File: src/rx_cfg.svh
`ifndef RX_CFG_SVH
`define RX_CFG_SVH

// beat and local bus widths
`define RX_DATA_W 64
`define RX_ADDR_W 32

// packet length field, counted in payload beats
`define RX_LEN_W 4
`define RX_MAX_LEN 8

// eight completion tags
`define RX_TAG_W 3

// one region of RX_MAX_LEN words per tag
`define RX_CPL_DEPTH (`RX_MAX_LEN * 8)

// pending read requests waiting for the transmit side
`define RX_PNDG_DEPTH 16

// single address window
// low RX_BAR_W bits of the packet address are kept and ORed onto the base
`define RX_BAR_W 20
`define RX_AVL_BASE 32'h8000_0000

`endif

File: src/rx_beat_counter.sv
`include "rx_cfg.svh"

module rx_beat_counter (
   input  logic                 Clk_i,
   input  logic                 Rstn_i,
   input  logic                 load_i,
   input  logic [`RX_LEN_W-1:0] len_i,
   input  logic                 step_i,
   output logic [`RX_LEN_W-1:0] idx_o,
   output logic                 last_o
);

   logic [`RX_LEN_W-1:0] len_q;
   logic                 armed_q;

   always_ff @(posedge Clk_i or negedge Rstn_i)
   begin
      if (!Rstn_i)
      begin
         idx_o   <= '0;
         len_q   <= '0;
         armed_q <= 1'b0;
      end
      else if (load_i)
      begin
         idx_o   <= '0;
         len_q   <= len_i;
         armed_q <= 1'b1;
      end
      else if (step_i)
      begin
         idx_o <= idx_o + 1'b1;
         // disarm once the final beat has gone by
         if (last_o)
            armed_q <= 1'b0;
      end
   end

   assign last_o = armed_q && (idx_o == len_q - 1'b1);

   // after the final beat only a new load may rearm the count
   a_no_step_past_last: assert property (@(posedge Clk_i) disable iff (!Rstn_i)
      (step_i && !load_i) |-> armed_q);

endmodule

File: config.mk
export PLATFORM = sky130hd
export DESIGN_NAME = rx_beat_counter
export DESIGN_NICKNAME = d
export VERILOG_FILES = /design/src/rx_beat_counter.sv
export VERILOG_INCLUDE_DIRS = /design/src
export SDC_FILE = /design/constraint.sdc
export NUM_CORES = 1
export LEC_CHECK = 0
export BUFFER_PORTS_ARGS = -buffer_cell sky130_fd_sc_hd__buf_4
export CORE_AREA = 2 2 39 41
export CTS_BUF_LIST = sky130_fd_sc_hd__clkbuf_16
export CTS_CLUSTER_SIZE = 8
export DETAILED_ROUTE_END_ITERATION = 8
export DIE_AREA = 0 0 41 43
export PLACE_DENSITY = 0.65
export SLEW_MARGIN = 25
export SYNTH_ARGS = -nofsm -noshare
export SYNTH_HDL_FRONTEND = slang
export SYNTH_SLANG_ARGS = --single-unit
File: constraint.sdc
create_clock -name Clk_i -period 2.2 [get_ports Clk_i]
set_input_delay 0.66 -clock Clk_i [delete_from_list [all_inputs] [get_ports Clk_i]]
set_output_delay 0.66 -clock Clk_i [all_outputs]
set_load 0.02 [all_outputs]
==> run_results.csv <==
group,metric,value,unit
status,status,"completed",
detailed_routing,drc,0,
worst_setup_path,worst-r2r-cell-count,5,
finish,fillers,129,
timing,fmax,468,MHz
worst_setup_path,r2r_slack,1.03,ns
timing,fin_skew,0.00201,ns
floorplanning,die_width,41,um
worst_setup_path,crit_required,1.54,ns
floorplanning,rows,14,
clock_network,clock_latency,0.23,ns
min_path,hp-class,"input port to async pin",
yosys,netlist.top_cell.by_area,"dfrtp_1",
yosys,netlist_area,453,um2
yosys,synth_nets,52,
worst_setup_path,r2r-start,"len_q[1]",
finish,antenna_cells,0,
worst_setup_path,crit_type,"flip-flop to output pin",
global_route,grt_pass1_wl,1.40,mm
finish,final_area,683,um2
global_route,grt_pass1_vias,330,
timing,slew_viol_final,0,
global_route,grt_overflow,0,
timing,period_needed,2.14,ns
finish,syn_to_final_growth,50.8,%
timing,tightest_slew,0.218,ns
yosys,synth.area.top_cells,"dfrtp_1 (50%), xnor2_1 (9.7%), xor2_1 (7.7%), ha_1 (5.5%), mux2_2 (5.0%)",
floorplanning,start_util,0.327,
timing,finalWorstSetupSlack,0.0638,ns
power_and_ir_drop,powerDensity,887,mW/mm2
worst_setup_path,r2r-end,"armed_q",
run,cap_violations,0,
worst_setup_path,crit_start,"len_q[0]",
finish,final_cell_mix,"buf_4 (13), dfrtp_1 (9), nor2_1 (5)",
detailed_routing,num_vias,342,
detailed_routing,viasPerCell,4.56,
floorplanning,die_h,43,um
clock_network,clock-sinks,9,
worst_setup_path,crit_path_end,"last_o",
clock_network,cts_root_buf,"clkbuf_16",
worst_setup_path,arrival,1.48,ns
yosys,yosysTopAreaCellShare,0.497,
placement,pre_cts_slack,0.182,ns
floorplanning,io_pins,13,
floorplanning,fp.dieArea,0.00176,mm2
finish,final_nets,70,
timing,slew_headroom,0.855,
detailed_routing,first_pass_iters,4,
worst_setup_path,critPathLaunchType,"flip-flop",
detailed_routing,dr.first_iter.drc_count,3,
timing,hold_viol,0,
timing,setup_violations,0,
global_route,grt_max_degree,13,
clock_network,cts_buffers,3,
yosys,synth_cells,42,
clock_network,cts_buffer_depth,2,
finish,final_common_cell,"buf_4",
worst_setup_path,end_kind,"output pin",
placement,io_buffers,12,
global_route,antenna_found_initial,0,
timing,rsz0062_at_grt,"yes",
timing,min_period_over_period,0.971,
finish,drive_above_1_share,0.424,
clock_network,cts_max_level,1,
floorplanning,coreArea,0.00138,mm2
detailed_routing,drt-total-wl,921,um
yosys,synth_area_per_cell,10.8,um2
placement,dpl_cell_area,558,um2
power_and_ir_drop,ir_worst_vdd,0.411,mV
worst_setup_path,worstPathMaxFanout,2,
yosys,yosysSeqAreaShare,0.497,
detailed_routing,avgRoutedWirePerCell,12.3,um
detailed_routing,drtAntennaViolNets,0,
yosys,synth_cell_types,16,
placement,dp_hpwl,618,um
yosys,yosys_warnings,0,
clock_network,clk_pin_slew,0.04,ns
power_and_ir_drop,cellLeakagePower,0.323,nW
power_and_ir_drop,power,0.606,mW
yosys,synth_seq_cells,9,
clock_network,ctsHoldBuffers,0,
clock_network,cts_tree,"yes",
global_route,gr-usage-all-layers,0.124,
placement,routabilityCongestion,0.700,
==> critical path, stage by stage, from the launching register on <==
cell,delay (ns)
dfrtp_1,0.38
buf_4,0.15
nor3_2,0.22
xnor2_1,0.16
and4_1,0.22
buf_6,0.12
==> per-layer routing <==
| metal | vias to the layer above | GRT usage | wire length (um) |
|---|---|---|---|
| li1 | 172 | - | - |
| met1 | 159 | 0.155 | 391 |
| met4 | 0 | 0.120 | 14 |
| met5 | - | 0 | 0 |
| met3 | 2 | 0.0314 | 45 |
| met2 | 9 | 0.163 | 469 |
==> synth_stat cells <==
master	n
nor2_1	6
nand4_1	1
and4_1	1
xnor2_1	5
mux2i_1	1
ha_1	2
nor3_1	1
dfrtp_1	9
mux2_2	2
o21ai_0	2
nand2_1	3
inv_1	2
buf_2	1
a41oi_1	1
nor2b_1	1
xor2_1	4
==> report_power, final <==
part           internal, mW  switching (mW)  leakage, nW  total, mW
clock network         0.237          0.0767       0.0423      0.314
logic                0.0547          0.0453        0.170      0.100
registers             0.178          0.0138        0.111      0.192
total                 0.470           0.136        0.323      0.606
==> layout make-up <==
type                    instances  area (um2)  area share
multi-input cells              30         243       0.355
well taps                      16        20.0      0.0293
clock inverters                 1        3.75     0.00549
flip-flops and latches          9         225       0.330
clock buffers                   3        75.1       0.110
repair buffers                 14         109       0.159
inverters                       2        7.51      0.0110
==> kinds of logic (layout without fill, tap and decap cells) <==
logic type	after synthesis	count (layout)	share of synthesized area
xor+xnor	9	9	0.174
fa+ha+maj	2	2	0.0552
mux	3	3	0.0718
flops	9	9	0.497
compound gates	3	3	0.0414
buf+inv	3	20	0.0276
simple gates	13	13	0.133
==> registers in the layout (all words and copies together) (netlist names) <==
register and count:
armed_q 1, idx_o 4, len_q 4
==> how the worst min path moves through the flow <==
stage,from,to,slack (ns),cells past startpoint
floorplan,Rstn_i,armed_q,0.36,0
global placement,Rstn_i,len_q[1],0.49,1
detailed placement,Rstn_i,len_q[1],0.49,1
CTS,Rstn_i,len_q[1],0.24,1
global route,Rstn_i,len_q[3],0.25,1
finish,Rstn_i,len_q[3],0.24,1
==> stage by stage <==
| step | utilization | std cells | hold slack [ns] | TNS [ns] |
|---|---|---|---|---|
| global route | 0.494 | 75 | 0.248 | -0.0331 |
| detailed placement | 0.403 | 69 | 0.488 | 0 |
| floorplan | - | 42 | 0.364 | 0 |
| finish | 0.494 | 75 | 0.241 | 0 |
| CTS | 0.466 | 74 | 0.244 | 0 |
| global placement | 0.403 | 69 | 0.488 | 0 |
==> repair_timing <==
item	CTS	global route
gates resized for setup	0	7
buffers inserted	1	1
endpoints found under the setup margin	1	1
pin swaps	1	4
Power figures use the tool's default switching activity.
