File: config.mk
export PLATFORM = sky130hd
export DESIGN_NAME = rx_cpl_buffer
export DESIGN_NICKNAME = d
export VERILOG_FILES = /design/src/rx_pkg.sv /design/src/rx_cpl_buffer.sv
export VERILOG_INCLUDE_DIRS = /design/src
export SDC_FILE = /design/constraint.sdc
export NUM_CORES = 2
export LEC_CHECK = 0
export BUFFER_PORTS_ARGS = -buffer_cell sky130_fd_sc_hd__buf_2
export CORE_UTILIZATION = 40
export DETAILED_ROUTE_END_ITERATION = 12
export GPL_TIMING_DRIVEN = 0
export PLACE_DENSITY_LB_ADDON = 0.1
export SETUP_SLACK_MARGIN = 0.2
export SYNTH_ARGS = -nofsm -noshare
export SYNTH_HDL_FRONTEND = slang
export SYNTH_MEMORY_MAX_BITS = 65536
export SYNTH_SLANG_ARGS = --single-unit
File: constraint.sdc
create_clock -name Clk_i -period 5 [get_ports Clk_i]
set_input_delay 1 -clock Clk_i [delete_from_list [all_inputs] [get_ports Clk_i]]
set_output_delay 1 -clock Clk_i [all_outputs]
set_load 0.01 [all_outputs]
File: src/rx_cfg.svh
`ifndef RX_CFG_SVH
`define RX_CFG_SVH

// beat and local bus widths
`define RX_DATA_W 64
`define RX_ADDR_W 32

// packet length field, counted in payload beats
`define RX_LEN_W 4
`define RX_MAX_LEN 8

// eight completion tags
`define RX_TAG_W 3

// one region of RX_MAX_LEN words per tag
`define RX_CPL_DEPTH (`RX_MAX_LEN * 8)

// pending read requests waiting for the transmit side
`define RX_PNDG_DEPTH 16

// single address window
// low RX_BAR_W bits of the packet address are kept and ORed onto the base
`define RX_BAR_W 20
`define RX_AVL_BASE 32'h8000_0000

`endif

File: src/rx_pkg.sv
`include "rx_cfg.svh"

package rx_pkg;

   // header opcodes, anything else decodes to OP_OTHER
   typedef enum logic [2:0] {
      OP_MRD   = 3'b000,
      OP_MWR   = 3'b010,
      OP_CPLD  = 3'b101,
      OP_OTHER = 3'b111
   } rx_op_e;

   typedef enum logic [1:0] {
      ST_IDLE,
      ST_WR_DATA,
      ST_CPL_DATA,
      ST_RD_PUSH
   } rx_state_e;

   // header beat as it sits in the data field
   typedef struct packed {
      logic [`RX_DATA_W-`RX_ADDR_W-`RX_TAG_W-`RX_LEN_W-4:0] rsvd;
      logic [2:0]            op;
      logic [`RX_LEN_W-1:0]  len;
      logic [`RX_TAG_W-1:0]  tag;
      logic [`RX_ADDR_W-1:0] addr;
   } rx_hdr_t;

   typedef struct packed {
      logic [`RX_DATA_W-1:0] data;
      logic                  sop;
      logic                  eop;
      logic                  valid;
   } rx_beat_t;

   typedef struct packed {
      logic [`RX_ADDR_W-1:0]   addr;
      logic [`RX_DATA_W-1:0]   data;
      logic [`RX_DATA_W/8-1:0] be;
   } avl_wr_t;

   typedef struct packed {
      logic [`RX_TAG_W-1:0]  tag;
      logic [`RX_LEN_W-1:0]  len;
      logic [`RX_ADDR_W-1:0] addr;
   } pndg_rd_t;

   typedef struct packed {
      logic [`RX_TAG_W-1:0] tag;
      logic [`RX_LEN_W-1:0] len;
   } cpl_desc_t;

endpackage

File: src/rx_cpl_buffer.sv
`include "rx_cfg.svh"

module rx_cpl_buffer (
   input  logic                              Clk_i,
   input  logic                              Rstn_i,
   input  logic                              we_i,
   input  logic [$clog2(`RX_CPL_DEPTH)-1:0]  waddr_i,
   input  logic [`RX_DATA_W-1:0]             wdat_i,
   input  logic                              desc_stb_i,
   input  rx_pkg::cpl_desc_t                 desc_i,
   output logic [`RX_DATA_W-1:0]             rd_data_o,
   output logic                              rd_valid_o,
   output logic                              tag_release_o,
   output logic [`RX_TAG_W-1:0]              release_tag_o
);
   import rx_pkg::*;

   localparam int AW = $clog2(`RX_CPL_DEPTH);
   localparam int QD = 2 ** `RX_TAG_W;

   logic [`RX_DATA_W-1:0] ram [`RX_CPL_DEPTH];
   cpl_desc_t             dq [QD];
   logic [`RX_TAG_W-1:0]  dq_wr;
   logic [`RX_TAG_W-1:0]  dq_rd;
   logic [`RX_TAG_W:0]    dq_cnt;
   logic                  dq_pop;
   logic                  seq_act;
   cpl_desc_t             seq_desc;
   logic [`RX_LEN_W-1:0]  seq_idx;
   logic                  seq_last;
   logic [AW-1:0]         raddr;

   always_ff @(posedge Clk_i)
   begin
      if (we_i)
         ram[waddr_i] <= wdat_i;
      if (desc_stb_i)
         dq[dq_wr] <= desc_i;
   end

   // descriptor queue, one slot per tag
   assign dq_pop = !seq_act && (dq_cnt != '0);

   always_ff @(posedge Clk_i or negedge Rstn_i)
   begin
      if (!Rstn_i)
      begin
         dq_wr  <= '0;
         dq_rd  <= '0;
         dq_cnt <= '0;
      end
      else
      begin
         if (desc_stb_i)
            dq_wr <= dq_wr + 1'b1;
         if (dq_pop)
            dq_rd <= dq_rd + 1'b1;
         dq_cnt <= dq_cnt + (desc_stb_i ? 1'b1 : 1'b0) - (dq_pop ? 1'b1 : 1'b0);
      end
   end

   // sequencer walks the tag region in order
   assign seq_last = (seq_idx == seq_desc.len - 1'b1);
   assign raddr    = AW'(seq_desc.tag) * AW'(`RX_MAX_LEN) + AW'(seq_idx);

   always_ff @(posedge Clk_i or negedge Rstn_i)
   begin
      if (!Rstn_i)
      begin
         seq_act       <= 1'b0;
         seq_idx       <= '0;
         rd_valid_o    <= 1'b0;
         tag_release_o <= 1'b0;
      end
      else
      begin
         rd_valid_o    <= seq_act;
         tag_release_o <= seq_act && seq_last;
         if (dq_pop)
         begin
            seq_act <= 1'b1;
            seq_idx <= '0;
         end
         else if (seq_act)
         begin
            seq_idx <= seq_idx + 1'b1;
            if (seq_last)
               seq_act <= 1'b0;
         end
      end
   end

   always_ff @(posedge Clk_i)
   begin
      if (dq_pop)
         seq_desc <= dq[dq_rd];
      // registered read, data lines up with valid
      rd_data_o     <= ram[raddr];
      release_tag_o <= seq_desc.tag;
   end

endmodule

==> summary.txt <==
Status: complete, but fails checks
Violated checks: capacitance limit, slew limit
Post-synth top flop: edfxtp_1
Placer Congestion: 0.768
Yosys reg bits: 4243
Max_slew headroom: -0.0271
Placed Cells: 12.3k
First-pass GRT wire length: 669000 um
Setup crit start kind: register
CTS tree: yes
Sequential area share after synthesis: 0.789
Syn Nets: 6715
DRT met1 WL: 205000 um
Avg Inst Size Synth: 24.2 sq um
Setup ws final: 0.266 ns
Reg2Reg Setup Slack: 0.27 ns
Hold crit path type: in2reg
RSZ-0062 raised after global routing: no
Final critical-path share of the clock period: 0.947
Startpoint of the worst hold path: desc_i[4]
WL met2: 242000 um
Cts bufs inserted: 453
Max Cap Violations: 3
Layout cells sized above 1: 0.324
Vias: 76.7k
Mapped Area: 161000 sq um
Setup Viol. Count Final: 0
Core area: 399000 sq um
Worst path required time: 5.82 ns
Yosys warnings: 0
Setup Buffers After CTS: 0
R2r startpoint: seq_desc[4]
Post-synth EDFFs: 4159
Worst hold slack: 0.283 ns
Pre-antenna DRT Iters: 5
CTS Sinks: 4243
Hold Crit Depth: 1
Crit Path Max Fanout: 10
Die Span Y: 636 um
Area grow syn2layout: 17.1%
Initial DRC Count: 9108
Min Clock Period, post-route: 4.73 ns
Max Clk Rate: 0.211 GHz
DR vias/cell: 5.84
Final Hold Fails: 0
Cells after Synth: 6623
Initial antenna violation count: 47
I/O pins: 150
Measured slew at the worst slew-check pin: 1.54 ns
WP data arrival: 5.55 ns
Die width: 636 um
Vias in the first global route: 78.0k
IO Port Bufs: 146
Worst VDD drop: 0.384 mV
WHS Endpoint: dq[4][4]
Worst Skew: 0.0493 ns
Slowest-stage cell, CP: nand3_1
Initial Util: 0.402
R2R cell count: 9
Clk_lat worst skew: 1.02 ns
Worst-path clk slew: 0.06 ns
Met3 WL: 30500 um
Pwr per Cell Area: 562 nW/um^2
Top Metal Used: met5
Most common cell on crit path: ha_1
Distinct cells, synth: 45
Cell Chain, Critical Path: ha_1 -> ha_1 -> xnor2_2 -> buf_8 -> nand3_1 -> clkbuf_1 -> o22ai_1 -> a211o_1 -> a21oi_1
H-tree levels: 5
Fraction of registers with async set/reset: 0.00401
Largest net degree at the start of global routing: 65
Final Non-Filler Cells: 13.1k
NumNets Final: 7554
Clock root buffer: clkbuf_16
Family with the most delay on the worst path: compound AO/OA/AOI/OAI gates
GRT Util Overall: 0.243
Placed wire-length estimate: 331000 um
Pre-CTS setup slack: -0.381 ns
Clock Path Buffers: 4
CP Capture Type: register
Final max-slew violation count: 32
Setup TNS: 0 ns
Grt ovf: 0
Antenna-violating nets left: 0
Pleak: 59.0 nW
Design Power: 106 mW
Crit Path Category: reg2reg
Std cell rows: 232
Capture point of the worst reg-to-reg path: rd_data_o[29]
Worst path max stage delay: 0.77 ns
DRC: 0
WL final: 494000 um
WL per Instance: 37.6 um
Number of buffer and inverter stages on the critical path: 2
Die area: 404000 sq um
[metrics by stage]
| step | cell area, sq um | util |
|---|---|---|
| after floorplan | 161000 | - |
| after global placement | 168000 | 0.420 |
| after detailed placement | 173000 | 0.434 |
| after CTS | 188000 | 0.471 |
| after global routing | 188000 | 0.471 |
| final | 188000 | 0.471 |
[cell type report]
cell class	count	area, sq um
Clock buffer	576	12000
Clock inverter	260	2640
Fill cell	32800	211000
Inverter	6	22.5
Tap cell	5265	6590
Antenna cell	23	57.6
Timing Repair Buffer	384	5640
Multi-Input combinational cell	2024	32600
Sequential cell	4243	127000
Buffer	350	1820
[flip-flops by register name, summed over array words and instances (netlist names)]
| register | count |
|---|---|
| dq | 56 |
| dq_cnt | 4 |
| dq_rd | 3 |
| dq_wr | 3 |
| ram | 4096 |
| rd_data_o | 64 |
| rd_valid_o | 1 |
| release_tag_o | 3 |
| seq_act | 1 |
| seq_desc | 7 |
| seq_idx | 4 |
| tag_release_o | 1 |
[power breakdown]
part	internal, mW	total (mW)	switching (mW)
registers	39.8	40.1	0.254
clock network	19.0	33.1	14.1
logic	12.7	32.6	19.9
[metal layers]
metal	vias up	track usage
li1	30300	-
met1	42800	0.334
met2	2966	0.400
met3	686	0.0368
met4	2	0.0767
met5	-	0
[synthesized netlist by cell type (all sizes together) (38+ instances only)]
| library cell | n | area (sq um) |
|---|---|---|
| dfxtp | 67 | 1340 |
| buf | 221 | 1280 |
| mux4 | 1151 | 25900 |
| mux2 | 78 | 878 |
| clkbuf | 129 | 484 |
| mux2i | 182 | 1820 |
| a211o | 46 | 403 |
| o21ai | 38 | 190 |
| o22ai | 65 | 407 |
| edfxtp | 4159 | 125000 |
| nor2 | 120 | 450 |
| nand2 | 151 | 567 |
[placed cells by master, fill, tap and decap left out, types with 16 or more instances in the layout]
cell and instances:
clkinv_2 74, diode_2 23, nand2_1 151, mux4_2 1151, edfxtp_1 4159, nor2_1 55
buf_4 73, clkbuf_1 217, dfrtp_1 17, clkbuf_8 16, clkbuf_2 17, o211ai_1 19
mux2i_1 182, a21oi_1 22, o22ai_1 65, dfxtp_1 67, a211o_1 46, buf_2 269
buf_16 26, mux2_2 78, a221oi_1 28, buf_1 19, clkinv_1 104, bufinv_16 40
nand3_1 31, o21ai_0 37, buf_12 206, clkbuf_16 455, nor2_4 65
[how the worst max path moves through the flow]
stage / start / end / slack [ns] / cells past startpoint
floorplan: waddr_i[3] / ram[10][0] / 0.004 / 4
global placement: we_i / ram[32][46] / -5.71 / 4
CTS: seq_idx[1] / rd_data_o[16] / 0.14 / 8
detailed placement: seq_desc[4] / rd_data_o[16] / -0.38 / 9
finish: seq_desc[4] / rd_data_o[29] / 0.27 / 9
global route: seq_desc[4] / rd_data_o[29] / 0.32 / 9
[what timing repair did]
action | in CTS | in global routing
gates resized for setup | 15 | 3
hold buffers | 1 | 0
hold endpoints to repair | 17 | 0
endpoints found under the setup margin | 43 | 1
cloned | 0 | 0
[kinds of logic (layout without fill, tap and decap cells)]
kind of cell               count (synthesis)  in the layout  synth area share
DFF                                     4243           4243             0.789
muxes                                   1411           1411             0.178
buffers and inverters                    356           1576            0.0112
and+or+nand+nor                          336            336           0.00880
AOI/OAI and AO/OA                        253            253            0.0112
xor gates and xnor gates                  13             13          0.000709
adders and majority gates                 11             11          0.000904
other                                      0             23                 0
No activity file was read; power rests on OpenSTA's default activity.
