$ cat config.mk
export PLATFORM = sky130hd
export DESIGN_NAME = rx_avl_wr_master
export DESIGN_NICKNAME = d
export VERILOG_FILES = /design/src/rx_pkg.sv /design/src/rx_avl_wr_master.sv
export VERILOG_INCLUDE_DIRS = /design/src
export SDC_FILE = /design/constraint.sdc
export NUM_CORES = 1
export LEC_CHECK = 0
export ABC_AREA = 0
export BUFFER_PORTS_ARGS = -buffer_cell sky130_fd_sc_hd__buf_4
export CELL_PAD_IN_SITES_DETAIL_PLACEMENT = 0
export CELL_PAD_IN_SITES_GLOBAL_PLACEMENT = 1
export CORE_ASPECT_RATIO = 1.25
export CORE_MARGIN = 2
export CORE_UTILIZATION = 32
export DETAILED_ROUTE_END_ITERATION = 12
export PLACE_DENSITY = 0.8
export SYNTH_ARGS = -nofsm -noshare
export SYNTH_HDL_FRONTEND = slang
export SYNTH_SLANG_ARGS = --single-unit
$ cat constraint.sdc
create_clock -name Clk_i -period 4.4 [get_ports Clk_i]
set_input_delay 0.66 -clock Clk_i [delete_from_list [all_inputs] [get_ports Clk_i]]
set_output_delay 0.66 -clock Clk_i [all_outputs]
set_load 0.02 [all_outputs]
$ cat src/rx_cfg.svh
`ifndef RX_CFG_SVH
`define RX_CFG_SVH

// beat and local bus widths
`define RX_DATA_W 64
`define RX_ADDR_W 32

// packet length field, counted in payload beats
`define RX_LEN_W 4
`define RX_MAX_LEN 8

// eight completion tags
`define RX_TAG_W 3

// one region of RX_MAX_LEN words per tag
`define RX_CPL_DEPTH (`RX_MAX_LEN * 8)

// pending read requests waiting for the transmit side
`define RX_PNDG_DEPTH 16

// single address window
// low RX_BAR_W bits of the packet address are kept and ORed onto the base
`define RX_BAR_W 20
`define RX_AVL_BASE 32'h8000_0000

`endif

$ cat src/rx_pkg.sv
`include "rx_cfg.svh"

package rx_pkg;

   // header opcodes, anything else decodes to OP_OTHER
   typedef enum logic [2:0] {
      OP_MRD   = 3'b000,
      OP_MWR   = 3'b010,
      OP_CPLD  = 3'b101,
      OP_OTHER = 3'b111
   } rx_op_e;

   typedef enum logic [1:0] {
      ST_IDLE,
      ST_WR_DATA,
      ST_CPL_DATA,
      ST_RD_PUSH
   } rx_state_e;

   // header beat as it sits in the data field
   typedef struct packed {
      logic [`RX_DATA_W-`RX_ADDR_W-`RX_TAG_W-`RX_LEN_W-4:0] rsvd;
      logic [2:0]            op;
      logic [`RX_LEN_W-1:0]  len;
      logic [`RX_TAG_W-1:0]  tag;
      logic [`RX_ADDR_W-1:0] addr;
   } rx_hdr_t;

   typedef struct packed {
      logic [`RX_DATA_W-1:0] data;
      logic                  sop;
      logic                  eop;
      logic                  valid;
   } rx_beat_t;

   typedef struct packed {
      logic [`RX_ADDR_W-1:0]   addr;
      logic [`RX_DATA_W-1:0]   data;
      logic [`RX_DATA_W/8-1:0] be;
   } avl_wr_t;

   typedef struct packed {
      logic [`RX_TAG_W-1:0]  tag;
      logic [`RX_LEN_W-1:0]  len;
      logic [`RX_ADDR_W-1:0] addr;
   } pndg_rd_t;

   typedef struct packed {
      logic [`RX_TAG_W-1:0] tag;
      logic [`RX_LEN_W-1:0] len;
   } cpl_desc_t;

endpackage

$ cat src/rx_avl_wr_master.sv
`include "rx_cfg.svh"

module rx_avl_wr_master (
   input  logic             Clk_i,
   input  logic             Rstn_i,
   input  logic             stb_i,
   input  rx_pkg::avl_wr_t  wr_i,
   output logic             busy_o,
   output logic             avl_write_o,
   output rx_pkg::avl_wr_t  avl_o,
   input  logic             avl_wait_i
);
   import rx_pkg::*;

   // busy only while the bus holds the write off
   // a new beat can load in the cycle the current write completes
   assign busy_o = avl_write_o && avl_wait_i;

   always_ff @(posedge Clk_i or negedge Rstn_i)
   begin
      if (!Rstn_i)
         avl_write_o <= 1'b0;
      else if (!busy_o)
         avl_write_o <= stb_i;
   end

   always_ff @(posedge Clk_i)
   begin
      if (!busy_o && stb_i)
         avl_o <= wr_i;
   end

endmodule

==> results of run 1 <==
==> worst reg2reg max path: cells and delay by family, from the launching register on <==
kind / cells / cell delay, ns
AOI/OAI and AO/OA: 1 / 0.67
buffers and inverters: 1 / 0.52
DFF: 1 / 0.43
==> area by class of cell <==
cell class	count	area, µm²
timing repair buffer	215	1627
clock inverter	7	37.54
clock buffer	9	225.2
sequential	105	3148
fill	821	4382
multi-input combinational	3	32.53
tap	126	157.7
==> sequential cells by signal, indices dropped and copies added, names as in the netlist <==
name and cells:
avl_write_o 1, avl_o 104
==> layer usage <==
layer	routed length (µm)	track usage, %
met5	0	0
met4	79	4.804
met3	661	5.701
met2	4039	22.75
met1	2206	12.26
==> cell families (layout without fill, tap and decap cells) <==
family | after synthesis | count (layout)
AO/OA/AOI/OAI | 2 | 2
buffers and inverters | 0 | 231
flip-flops | 105 | 105
AND/OR/NAND/NOR | 1 | 1
==> cells in the final DEF, fill, tap and decap left out <==
cell type  instances
and2_1             1
edfxtp_1         104
a21o_1             1
clkbuf_16          9
dfrtp_1            1
buf_12             1
clkinv_2           1
buf_4            214
clkinv_4           2
clkinv_1           4
a21boi_4           1
==> power by group through the flow <==
stage | Sequential [mW] | Clock [mW] | Combinational [mW]
2_1_floorplan | 1.28 | 0 | 0.0196
3_3_place_gp | 1.20 | 0 | 0.250
3_5_place_dp | 1.20 | 0 | 0.253
4_1_cts | 1.18 | 0.714 | 0.254
5_1_grt | 1.19 | 0.754 | 0.265
6_report | 1.18 | 0.694 | 0.250
==> metrics by stage <==
step | worst slack [ns] | cell area, µm² | utilization (%) | total power, mW | std cells
after floorplan | 0.2897 | 3173 | - | 1.297 | 108
after CTS | 2.397 | 5228 | 54.40 | 2.148 | 465
final | 2.415 | 5228 | 54.40 | 2.124 | 465
after global placement | 2.066 | 4965 | 51.67 | 1.450 | 449
after detailed placement | 2.047 | 4965 | 51.67 | 1.456 | 449
after global routing | 2.251 | 5228 | 54.40 | 2.203 | 465
==> how the worst min path moves through the flow <==
stage | start | endpoint | slack [ns] | depth (start not counted)
after detailed placement | Rstn_i | avl_write_o | 0.44 | 1
after CTS | Rstn_i | avl_write_o | 0.09 | 1
after floorplan | Rstn_i | avl_write_o | 0.36 | 0
final | Rstn_i | avl_write_o | 0.1 | 1
after global placement | Rstn_i | avl_write_o | 0.44 | 1
after global routing | Rstn_i | avl_write_o | 0.08 | 1
==> summary.txt, run 1 <==
Status -> finished, final reports clean
Area leader, netlist -> edfxtp_1
Setup Crit Path Kind -> in -> reg
Mean Syn Cell Area -> 29.38 µm²
RR Endpoint -> avl_o[69]
Routed via count -> 1,885
Max cap viols -> 0
Worst path required time -> 4.38 ns
Leakage -> 2.184 nW
Share of layout cells above drive strength 1 -> 67.26%
Worst Setup End Kind -> flop
Largest family of logic cells by synthesized area -> compound AO/OA/AOI/OAI gates
First-pass GRT wire length -> 9784 µm
Reg2Reg Setup Slack -> 2.43 ns
Critical path's top delay family -> compound AO/OA/AOI/OAI gates
Clock H-tree levels -> 3
Critical path depth -> 3
Post-synthesis mux area share -> 0%
Max Root-Sink Buffers -> 2
R2r startpoint -> avl_write_o
Hold Fails Final Rpt -> 0
Hold WS -> 0.09830 ns
Cell variety after synth -> 5
Crit. Startpoint -> avl_wait_i
Die H -> 115.3 µm
Die width -> 93.07 µm
Int Pwr -> 1.668 mW
Most frequent cell after synthesis -> edfxtp_1
Sw power -> 0.4559 mW
Drt via density -> 4.054
Pwr dens -> 406.3 nW/µm²
Worst Max-Slew Pin Slew -> 0.8086 ns
Syn-to-layout area delta -> 64.75%
Synth Area in Compound Gates -> 0.5915%
Number of synthesized register bits -> 105
Slew headroom -> 45.96%
WL per Instance -> 15.02 µm
Initial Util -> 33.02%
Critical Path Fanout Max -> 35
Hold buffer count at cts -> 0
Unrepaired setup endpoints after global routing -> no
Initial antenna violation count -> 0
Setup crit end -> avl_o[69]
1st-iter DRT viols -> 71
F_max -> 0.5037 GHz
Ports -> 214
Post-Synth Simple-Gate Area -> 0.1972%
Total core area -> 9609 µm²
Root Driver -> clkbuf_16
Clock network power share -> 32.7%
Port Buf Inserts -> 213
Pre-Repair DR Iteration Count -> 4
Synth Area in XOR/XNOR -> 0%
FF-to-FF path depth -> 2
Share of the synthesized area in the top cell type -> 98.42%
Number of global-route vias before repair -> 1,898
Ys async rst share -> 0.9524%
Worst path cell trace -> buf_4, a21boi_4, buf_4
Final TNS setup -> 0 ns
Synth cell count leaders -> edfxtp_1 (104), a21boi_2 (1), a21o_1 (1), and2_1 (1), dfrtp_1 (1)
Yosys warns -> 0
CTS tree -> yes
# rows -> 40
Clock transition at path regs -> 0.06 ns
Post-synth EDFFs -> 104
Post-Syn Nets -> 216
Max-slew violations -> 0
Startpoint types -> input port
Crit path max-delay cell type -> a21boi_4
Cells after Synth -> 108
WP buf/inv -> 2
Critical Path AT -> 1.96 ns
Final nets -> 442
Reg power frac -> 55.6%
CTS Buf Count -> 9
Cell Area, Synth -> 3173 µm²
Crit path top cell by count -> buf_4
Worst Hold Class -> in -> async
Die area -> 10,730 µm²
Worst skew pair latency -> 0.33 ns
CTS resizes -> 0
DRC -> 0
Gp weighted congestion -> 0.6997
Largest cells by area after synthesis -> edfxtp_1 (98%), dfrtp_1 (0.79%), a21boi_2 (0.35%)
Seq/Total Area, Yosys -> 99.21%
Worst Skew -> 0.006083 ns
Number of diodes -> 0
Final Setup Violations -> 0
Comb power frac -> 11.8%
Minimum clock period -> 1.985 ns
Final ANT Viol Nets -> 0
GR Overflow Total -> 0
Post-synth top flop -> edfxtp_1
Total Wirelength -> 6986 µm
Post-CTS Setup Inserts -> 0
GR Util All Layers -> 12.47%
Largest net degree at the start of global routing -> 48
Sink Count -> 105
Sw Ratio -> 21.47%
Maximum vdd drop -> 0.2131 mV
Adder-cell share of the synthesized area -> 0%
Final period util -> 45.12%
Highest cell delay on the worst timing path -> 0.65 ns
Note: power is estimated with default switching activity, not from simulation.
==> run 2: changes to the inputs <==
--- a/config.mk
+++ b/config.mk
@@ -6,7 +6,7 @@
 export SDC_FILE = /design/constraint.sdc
 export NUM_CORES = 1
 export LEC_CHECK = 0
-export ABC_AREA = 0
+export ABC_AREA = 1
 export BUFFER_PORTS_ARGS = -buffer_cell sky130_fd_sc_hd__buf_4
 export CELL_PAD_IN_SITES_DETAIL_PLACEMENT = 0
 export CELL_PAD_IN_SITES_GLOBAL_PLACEMENT = 1
==> constraint.sdc (replaced) <==
create_clock -name Clk_i -period 2 [get_ports Clk_i]
set_input_delay 0.3 -clock Clk_i [delete_from_list [all_inputs] [get_ports Clk_i]]
set_output_delay 0.3 -clock Clk_i [all_outputs]
set_load 0.02 [all_outputs]
==> summary.txt, run 2 <==
Final nets -> 444 (+0.45%)
Minimum clock period -> 1.461 ns
Sw power -> 1.069 mW (+130%)
Final TNS setup -> 0 ns (unchanged)
Critical Path Fanout Max -> 104 (+200%)
Clock transition at path regs -> 0.07 ns (about the same)
Sink Count -> 105 (unchanged)
Post-Place Setup Slack -> 0.5546 ns (-1.492 ns)
Setup Crit Path Kind -> reg -> reg
Ports -> 214 (unchanged)
Total core area -> 9609 µm² (unchanged)
Worst path required time -> 1.97 ns (-2.41 ns)
Worst Max-Slew Pin Slew -> 0.5553 ns (-0.2533 ns)
Post-Synth Simple-Gate Area -> 0.2370% (+0.040 points)
Worst Hold Class -> in -> reg
Root Driver -> clkbuf_16
Number of global-route vias before repair -> 1,942 (+2.3%)
Initial antenna violation count -> 0 (unchanged)
Seq/Total Area, Yosys -> 99.37% (+0.16 points)
Die area -> 10,720 µm² (-0.15%)
DRC -> 0 (unchanged)
Status -> finished, final reports clean
DP HPWL -> 5480 µm
Worst skew pair latency -> 0.34 ns (about the same)
Routed via count -> 1,932 (+2.5%)
Share of layout cells above drive strength 1 -> 68.04% (+0.78 points)
Cells after Synth -> 110 (+1.9%)
Number of synthesized register bits -> 105 (unchanged)
Synth Area in XOR/XNOR -> 0% (unchanged)
Post-Syn Nets -> 218 (+0.93%)
Maximum vdd drop -> 0.4856 mV (+130%)
Post-synth EDFFs -> 104 (unchanged)
Leakage -> 2.200 nW (+0.73%)
Fin worst setup slack -> 0.5389 ns (-1.876 ns)
1st-iter DRT viols -> 59 (-17%)
Leading cell type in the layout, fill and taps excluded -> buf_4
Post-Place Cell Area -> 4957 µm² (-0.15%)
Worst Skew -> 0.007355 ns (+0.001272 ns)
CTS tree -> yes
Most flops, register -> avl_o
Max-slew violations -> 0 (unchanged)
Cell Area, Synth -> 3168 µm² (-0.16%)
Worst Setup End Kind -> flop
Mean Syn Cell Area -> 28.80 µm² (-2.0%)
Post-synth top flop -> edfxtp_1
Final ANT Viol Nets -> 0 (unchanged)
Post-CTS Setup Inserts -> 0 (unchanged)
Drt via density -> 4.137 (+2.1%)
Pre-Repair DR Iteration Count -> 4 (unchanged)
Initial Util -> 32.97% (-0.052 points)
Crit path max-delay cell type -> dfrtp_2
Sw Ratio -> 21.88% (+0.41 points)
Synth Area in Compound Gates -> 0.1580% (-0.43 points)
Clock H-tree levels -> 3 (unchanged)
Total Wirelength -> 7240 µm (+3.6%)
Highest cell delay on the worst timing path -> 0.43 ns (-0.22 ns)
Max Root-Sink Buffers -> 2 (unchanged)
Port Buf Inserts -> 213 (unchanged)
Largest cells by area after synthesis -> edfxtp_1 (99%), dfrtp_1 (0.79%), inv_1 (0.24%)
Final Setup Violations -> 0 (unchanged)
Max FFs per register -> 104 (unchanged)
# rows -> 40 (unchanged)
Ys async rst share -> 0.9524% (unchanged)
Unrepaired setup endpoints after global routing -> no
WL per Instance -> 15.50 µm (+3.2%)
Largest net degree at the start of global routing -> 105 (+120%)
Synth cell count leaders -> edfxtp_1 (104), inv_1 (2), nand2_1 (2), a21oi_1 (1), dfrtp_1 (1)
Hold Fails Final Rpt -> 0 (unchanged)
Final period util -> 73.06%
Max cap viols -> 0 (unchanged)
Gp weighted congestion -> 0.6909 (-1.3%)
Critical Path AT -> 1.43 ns (-0.53 ns)
Reg power frac -> 53.1% (-2.5 points)
Yosys warns -> 0 (unchanged)
CTS Buf Count -> 9 (unchanged)
GR Overflow Total -> 0 (unchanged)
Cell variety after synth -> 5 (unchanged)
Overall power -> 4.887 mW (+130%)
Share of the synthesized area in the top cell type -> 98.58% (+0.16 points)
Die H -> 115.2 µm (about the same)
Startpoint types -> flop
Hold WS -> 0.1316 ns (+0.03328 ns)
Clock network power share -> 35.6% (+2.9 points)
F_max -> 0.6844 GHz
Post-synthesis mux area share -> 0% (unchanged)
Finished Cell Area -> 5269 µm² (+0.79%)
Worst path cell trace -> a21oi_4, buf_12
Fill cells -> 808 (-1.6%)
Most frequent cells in the layout -> buf_4 (213), edfxtp_1 (104), clkbuf_16 (9)
Number of diodes -> 0 (unchanged)
Slew headroom -> 62.98% (+17 points)
Syn-to-layout area delta -> 66.31%
Most frequent cell after synthesis -> edfxtp_1
Area leader, netlist -> edfxtp_1
GR Util All Layers -> 12.95% (+0.49 points)
Die width -> 93.00 µm (about the same)
Comb power frac -> 11.2% (-0.6 points)
Int Pwr -> 3.818 mW (+130%)
Adder-cell share of the synthesized area -> 0% (unchanged)
Largest registers -> avl_o x104, avl_write_o x1
Pwr dens -> 927.6 nW/µm² (+130%)
First-pass GRT wire length -> 10,100 µm (+3.2%)
Largest family of logic cells by synthesized area -> buffers and inverters
run 2: cell types whose count changed in the layout (fill, tap and decap cells not counted), sizes merged:
cell / before / now
clkinv: 7 / 2
inv: 0 / 4
clkinvlp: 0 / 2
nand2: 0 / 2
a21boi: 1 / 0
a21o: 1 / 0
a21oi: 0 / 1
and2: 1 / 0
buf: 215 / 214
bufinv: 0 / 1
dlygate4sd3: 0 / 1
run 2: area by class of cell:
type	instances	area (µm²)	share of cell area, %
clock buffers	9	225.2	4.275
inverters	2	7.507	0.1425
repair buffers	215	1629	30.92
flip-flops and latches	105	3149	59.77
clock inverters	7	76.32	1.449
multi-input cells	3	23.77	0.4512
well taps	126	157.7	2.992
run 2: worst paths after layout:
path / startpoint / end / slack (ns) / cells after the start
worst max-delay path: avl_write_o / avl_o[15] / 0.54 / 2
worst min-delay path: wr_i[99] / avl_o[99] / 0.13 / 1
worst max register to register: avl_write_o / avl_o[15] / 0.54 / 2
worst min register to register: avl_write_o / avl_write_o / 0.60 / 2
max in group asynchronous: Rstn_i / avl_write_o / 1.64 / 2
min in group asynchronous: Rstn_i / avl_write_o / 0.27 / 2
run 2: power by group through the flow:
stage	Combinational, mW	Sequential (mW)	Clock (mW)
finish	0.549	2.60	1.74
global route	0.580	2.61	1.89
CTS	0.558	2.60	1.80
detailed placement	0.556	2.65	0
global placement	0.546	2.64	0
floorplan	0.0444	2.80	0
run 2: what timing repair did:
item	in CTS	in global routing
endpoints found under the hold margin	1	0
resized for setup	0	0
hold buffers	1	0
run 2: cell families (layout without fill, tap and decap cells):
kind of cell	after synthesis	in the layout
buffers and inverters	2	233
DFF	105	105
and+or+nand+nor	2	2
AOI/OAI and AO/OA	1	1
run 2: worst max-delay path, delay by kind of cell, from the launching register on:
family / cells / cell delay, ns
buffers and inverters: 1 / 0.41
AO/OA/AOI/OAI: 1 / 0.15
flip-flops: 1 / 0.43
run 2: per-stage QoR:
step	utilization [%]	std cells
after floorplan	-	110
after global placement	51.59	450
after detailed placement	51.59	450
after CTS	54.83	467
after global routing	54.83	467
final	54.83	467
run 2: routing by layer:
layer  wire (µm)  global-route usage (%)  part of all wire, %
met1        2220                   12.69                   31
met2        4258                   23.48                   59
met3         642                   4.980                  8.9
met4         119                   6.863                  1.6
met5           0                       0                    0
==> run 3: changes to the inputs <==
==> constraint.sdc (replaced) <==
create_clock -name Clk_i -period 1.4 [get_ports Clk_i]
set_input_delay 0.21 -clock Clk_i [delete_from_list [all_inputs] [get_ports Clk_i]]
set_output_delay 0.21 -clock Clk_i [all_outputs]
set_load 0.02 [all_outputs]
==> summary.txt, run 3 (synthesis gave the netlist of run 2 again) <==
Status -> finished, final reports clean
Number of global-route vias before repair -> 1,922 (-1.0%)
Worst Skew -> 0.003915 ns (-0.003440 ns)
Int Pwr -> 5.267 mW (+38%)
Reg power frac -> 55.2% (+2.1 points)
Unrepaired setup endpoints after global routing -> no
CTS resizes -> 0 (unchanged)
Leading cell type in the layout, fill and taps excluded -> buf_4
Most frequent cells in the layout -> buf_4 (213), edfxtp_1 (104), clkbuf_16 (9)
Post-Place Setup Slack -> 0.1325 ns (-0.4221 ns)
CTS Buf Count -> 9 (unchanged)
Worst Setup End Kind -> flop
Clock network power share -> 33.0% (-2.6 points)
Most flops, register -> avl_o
Worst Hold Class -> in -> reg
Comb power frac -> 11.8% (+0.6 points)
Total core area -> 9609 µm² (unchanged)
Worst Max-Slew Pin Slew -> 0.2896 ns (-0.2657 ns)
Final Setup Violations -> 0 (unchanged)
Pwr dens -> 1280 nW/µm² (+38%)
RR Endpoint -> avl_o[58]
Routed via count -> 1,921 (-0.57%)
Syn-to-layout area delta -> 65.76%
Drt via density -> 4.105 (-0.78%)
1st-iter DRT viols -> 63 (+6.8%)
Sink Count -> 105 (unchanged)
Sw Ratio -> 21.62% (-0.26 points)
Ports -> 214 (unchanged)
Clock H-tree levels -> 3 (unchanged)
Initial antenna violation count -> 0 (unchanged)
# rows -> 40 (unchanged)
Sw power -> 1.453 mW (+36%)
Die area -> 10,720 µm² (unchanged)
R2r startpoint -> avl_write_o
Pre-Repair DR Iteration Count -> 4 (unchanged)
First-pass GRT wire length -> 9998 µm (-1.0%)
Worst skew pair latency -> 0.33 ns (about the same)
F_max -> 0.7774 GHz (+14%)
Reg2Reg Setup Slack -> 0.11 ns (-0.43 ns)
Port Buf Inserts -> 213 (unchanged)
Setup Crit Path Kind -> reg -> reg
Share of layout cells above drive strength 1 -> 67.25% (-0.78 points)
Max FFs per register -> 104 (unchanged)
Final ANT Viol Nets -> 0 (unchanged)
Die H -> 115.2 µm (unchanged)
FF-to-FF path depth -> 2 (unchanged)
Crit. Startpoint -> avl_write_o
Max-slew violations -> 0 (unchanged)
Hold Fails Final Rpt -> 0 (unchanged)
Total Wirelength -> 7221 µm (-0.26%)
Minimum clock period -> 1.286 ns (-0.1748 ns)
Initial Util -> 32.97% (unchanged)
Setup crit end -> avl_o[58]
Largest registers -> avl_o x104, avl_write_o x1
CTS tree -> yes
GR Util All Layers -> 13.01% (+0.053 points)
Largest net degree at the start of global routing -> 54 (-49%)
Root Driver -> clkbuf_16
Fin worst setup slack -> 0.1137 ns (-0.4252 ns)
GR Overflow Total -> 0 (unchanged)
Slew headroom -> 80.69% (+18 points)
Number of diodes -> 0 (unchanged)
WL per Instance -> 15.43 µm (-0.48%)
Max Root-Sink Buffers -> 2 (unchanged)
DRC -> 0 (unchanged)
Max cap viols -> 0 (unchanged)
Maximum vdd drop -> 0.5751 mV (+18%)
Die width -> 93.00 µm (unchanged)
Hold WS -> 0.04810 ns (-0.08348 ns)
Critical Path AT -> 1.29 ns (-0.14 ns)
Final nets -> 445 (+0.23%)
Startpoint types -> flop
Critical Path Fanout Max -> 53 (-49%)
Leakage -> 2.198 nW (about the same)
Fill cells -> 783 (-3.1%)
Worst path required time -> 1.41 ns (-0.56 ns)
Clock transition at path regs -> 0.07 ns (about the same)
Gp weighted congestion -> 0.6938 (+0.42%)
Layout Utilization -> 54.65% (-0.18 points)
Final period util -> 91.88% (+19 points)
## run 3: worst min-delay path by stage
stage,startpoint,end,cells past startpoint
6_report,wr_i[75],avl_o[75],1
3_5_place_dp,Rstn_i,avl_write_o,1
3_3_place_gp,Rstn_i,avl_write_o,1
5_1_grt,wr_i[75],avl_o[75],1
4_1_cts,wr_i[76],avl_o[76],1
2_1_floorplan,Rstn_i,avl_write_o,0
## run 3: metal layers
metal  part of all wire, %  vias up  global-route usage, %
li1                      -      896                      -
met1                    30      906                  12.67
met2                    58      104                  23.48
met4                   2.5        0                  7.647
met3                   9.0       15                  4.718
met5                     0        -                      0
## run 3: power by group through the flow
| stage | logic (mW) | clock network (mW) | registers, mW |
|---|---|---|---|
| floorplan | 0.0635 | 0 | 4.01 |
| global placement | 0.789 | 0 | 3.77 |
| detailed placement | 0.800 | 0 | 3.78 |
| CTS | 0.804 | 2.31 | 3.71 |
| global route | 0.836 | 2.42 | 3.73 |
| finish | 0.790 | 2.22 | 3.71 |
## run 3: area by class of cell
| type | count | area (µm²) | area share, % |
|---|---|---|---|
| clock buffers | 11 | 232.7 | 4.432 |
| flip-flops and latches | 105 | 3149 | 59.97 |
| inverters | 2 | 7.507 | 0.1430 |
| well taps | 126 | 157.7 | 3.002 |
| repair buffers | 216 | 1649 | 31.40 |
| clock inverters | 5 | 31.28 | 0.5957 |
| multi-input cells | 3 | 23.77 | 0.4527 |
## run 3: worst max-delay path, cell delays in order (launching register included)
cell	delay (ns)
dfrtp_2	0.43
a21oi_4	0.20
buf_12	0.28
## run 3: repair_timing
| item | in CTS | in global routing |
|---|---|---|
| endpoints found under the hold margin | 1 | 0 |
| hold buffers | 1 | 0 |
| setup buffers | 0 | 0 |
## run 3: per-stage QoR
| step | cell area [µm²] | std cells | power [mW] | TNS [ns] |
|---|---|---|---|---|
| floorplan | 3181 | 110 | 4.069 | -131.89 |
| finish | 5251 | 468 | 6.720 | 0 |
| detailed placement | 4977 | 451 | 4.582 | 0 |
| global placement | 4977 | 451 | 4.562 | 0 |
| global route | 5251 | 468 | 6.984 | 0 |
| CTS | 5251 | 468 | 6.824 | 0 |
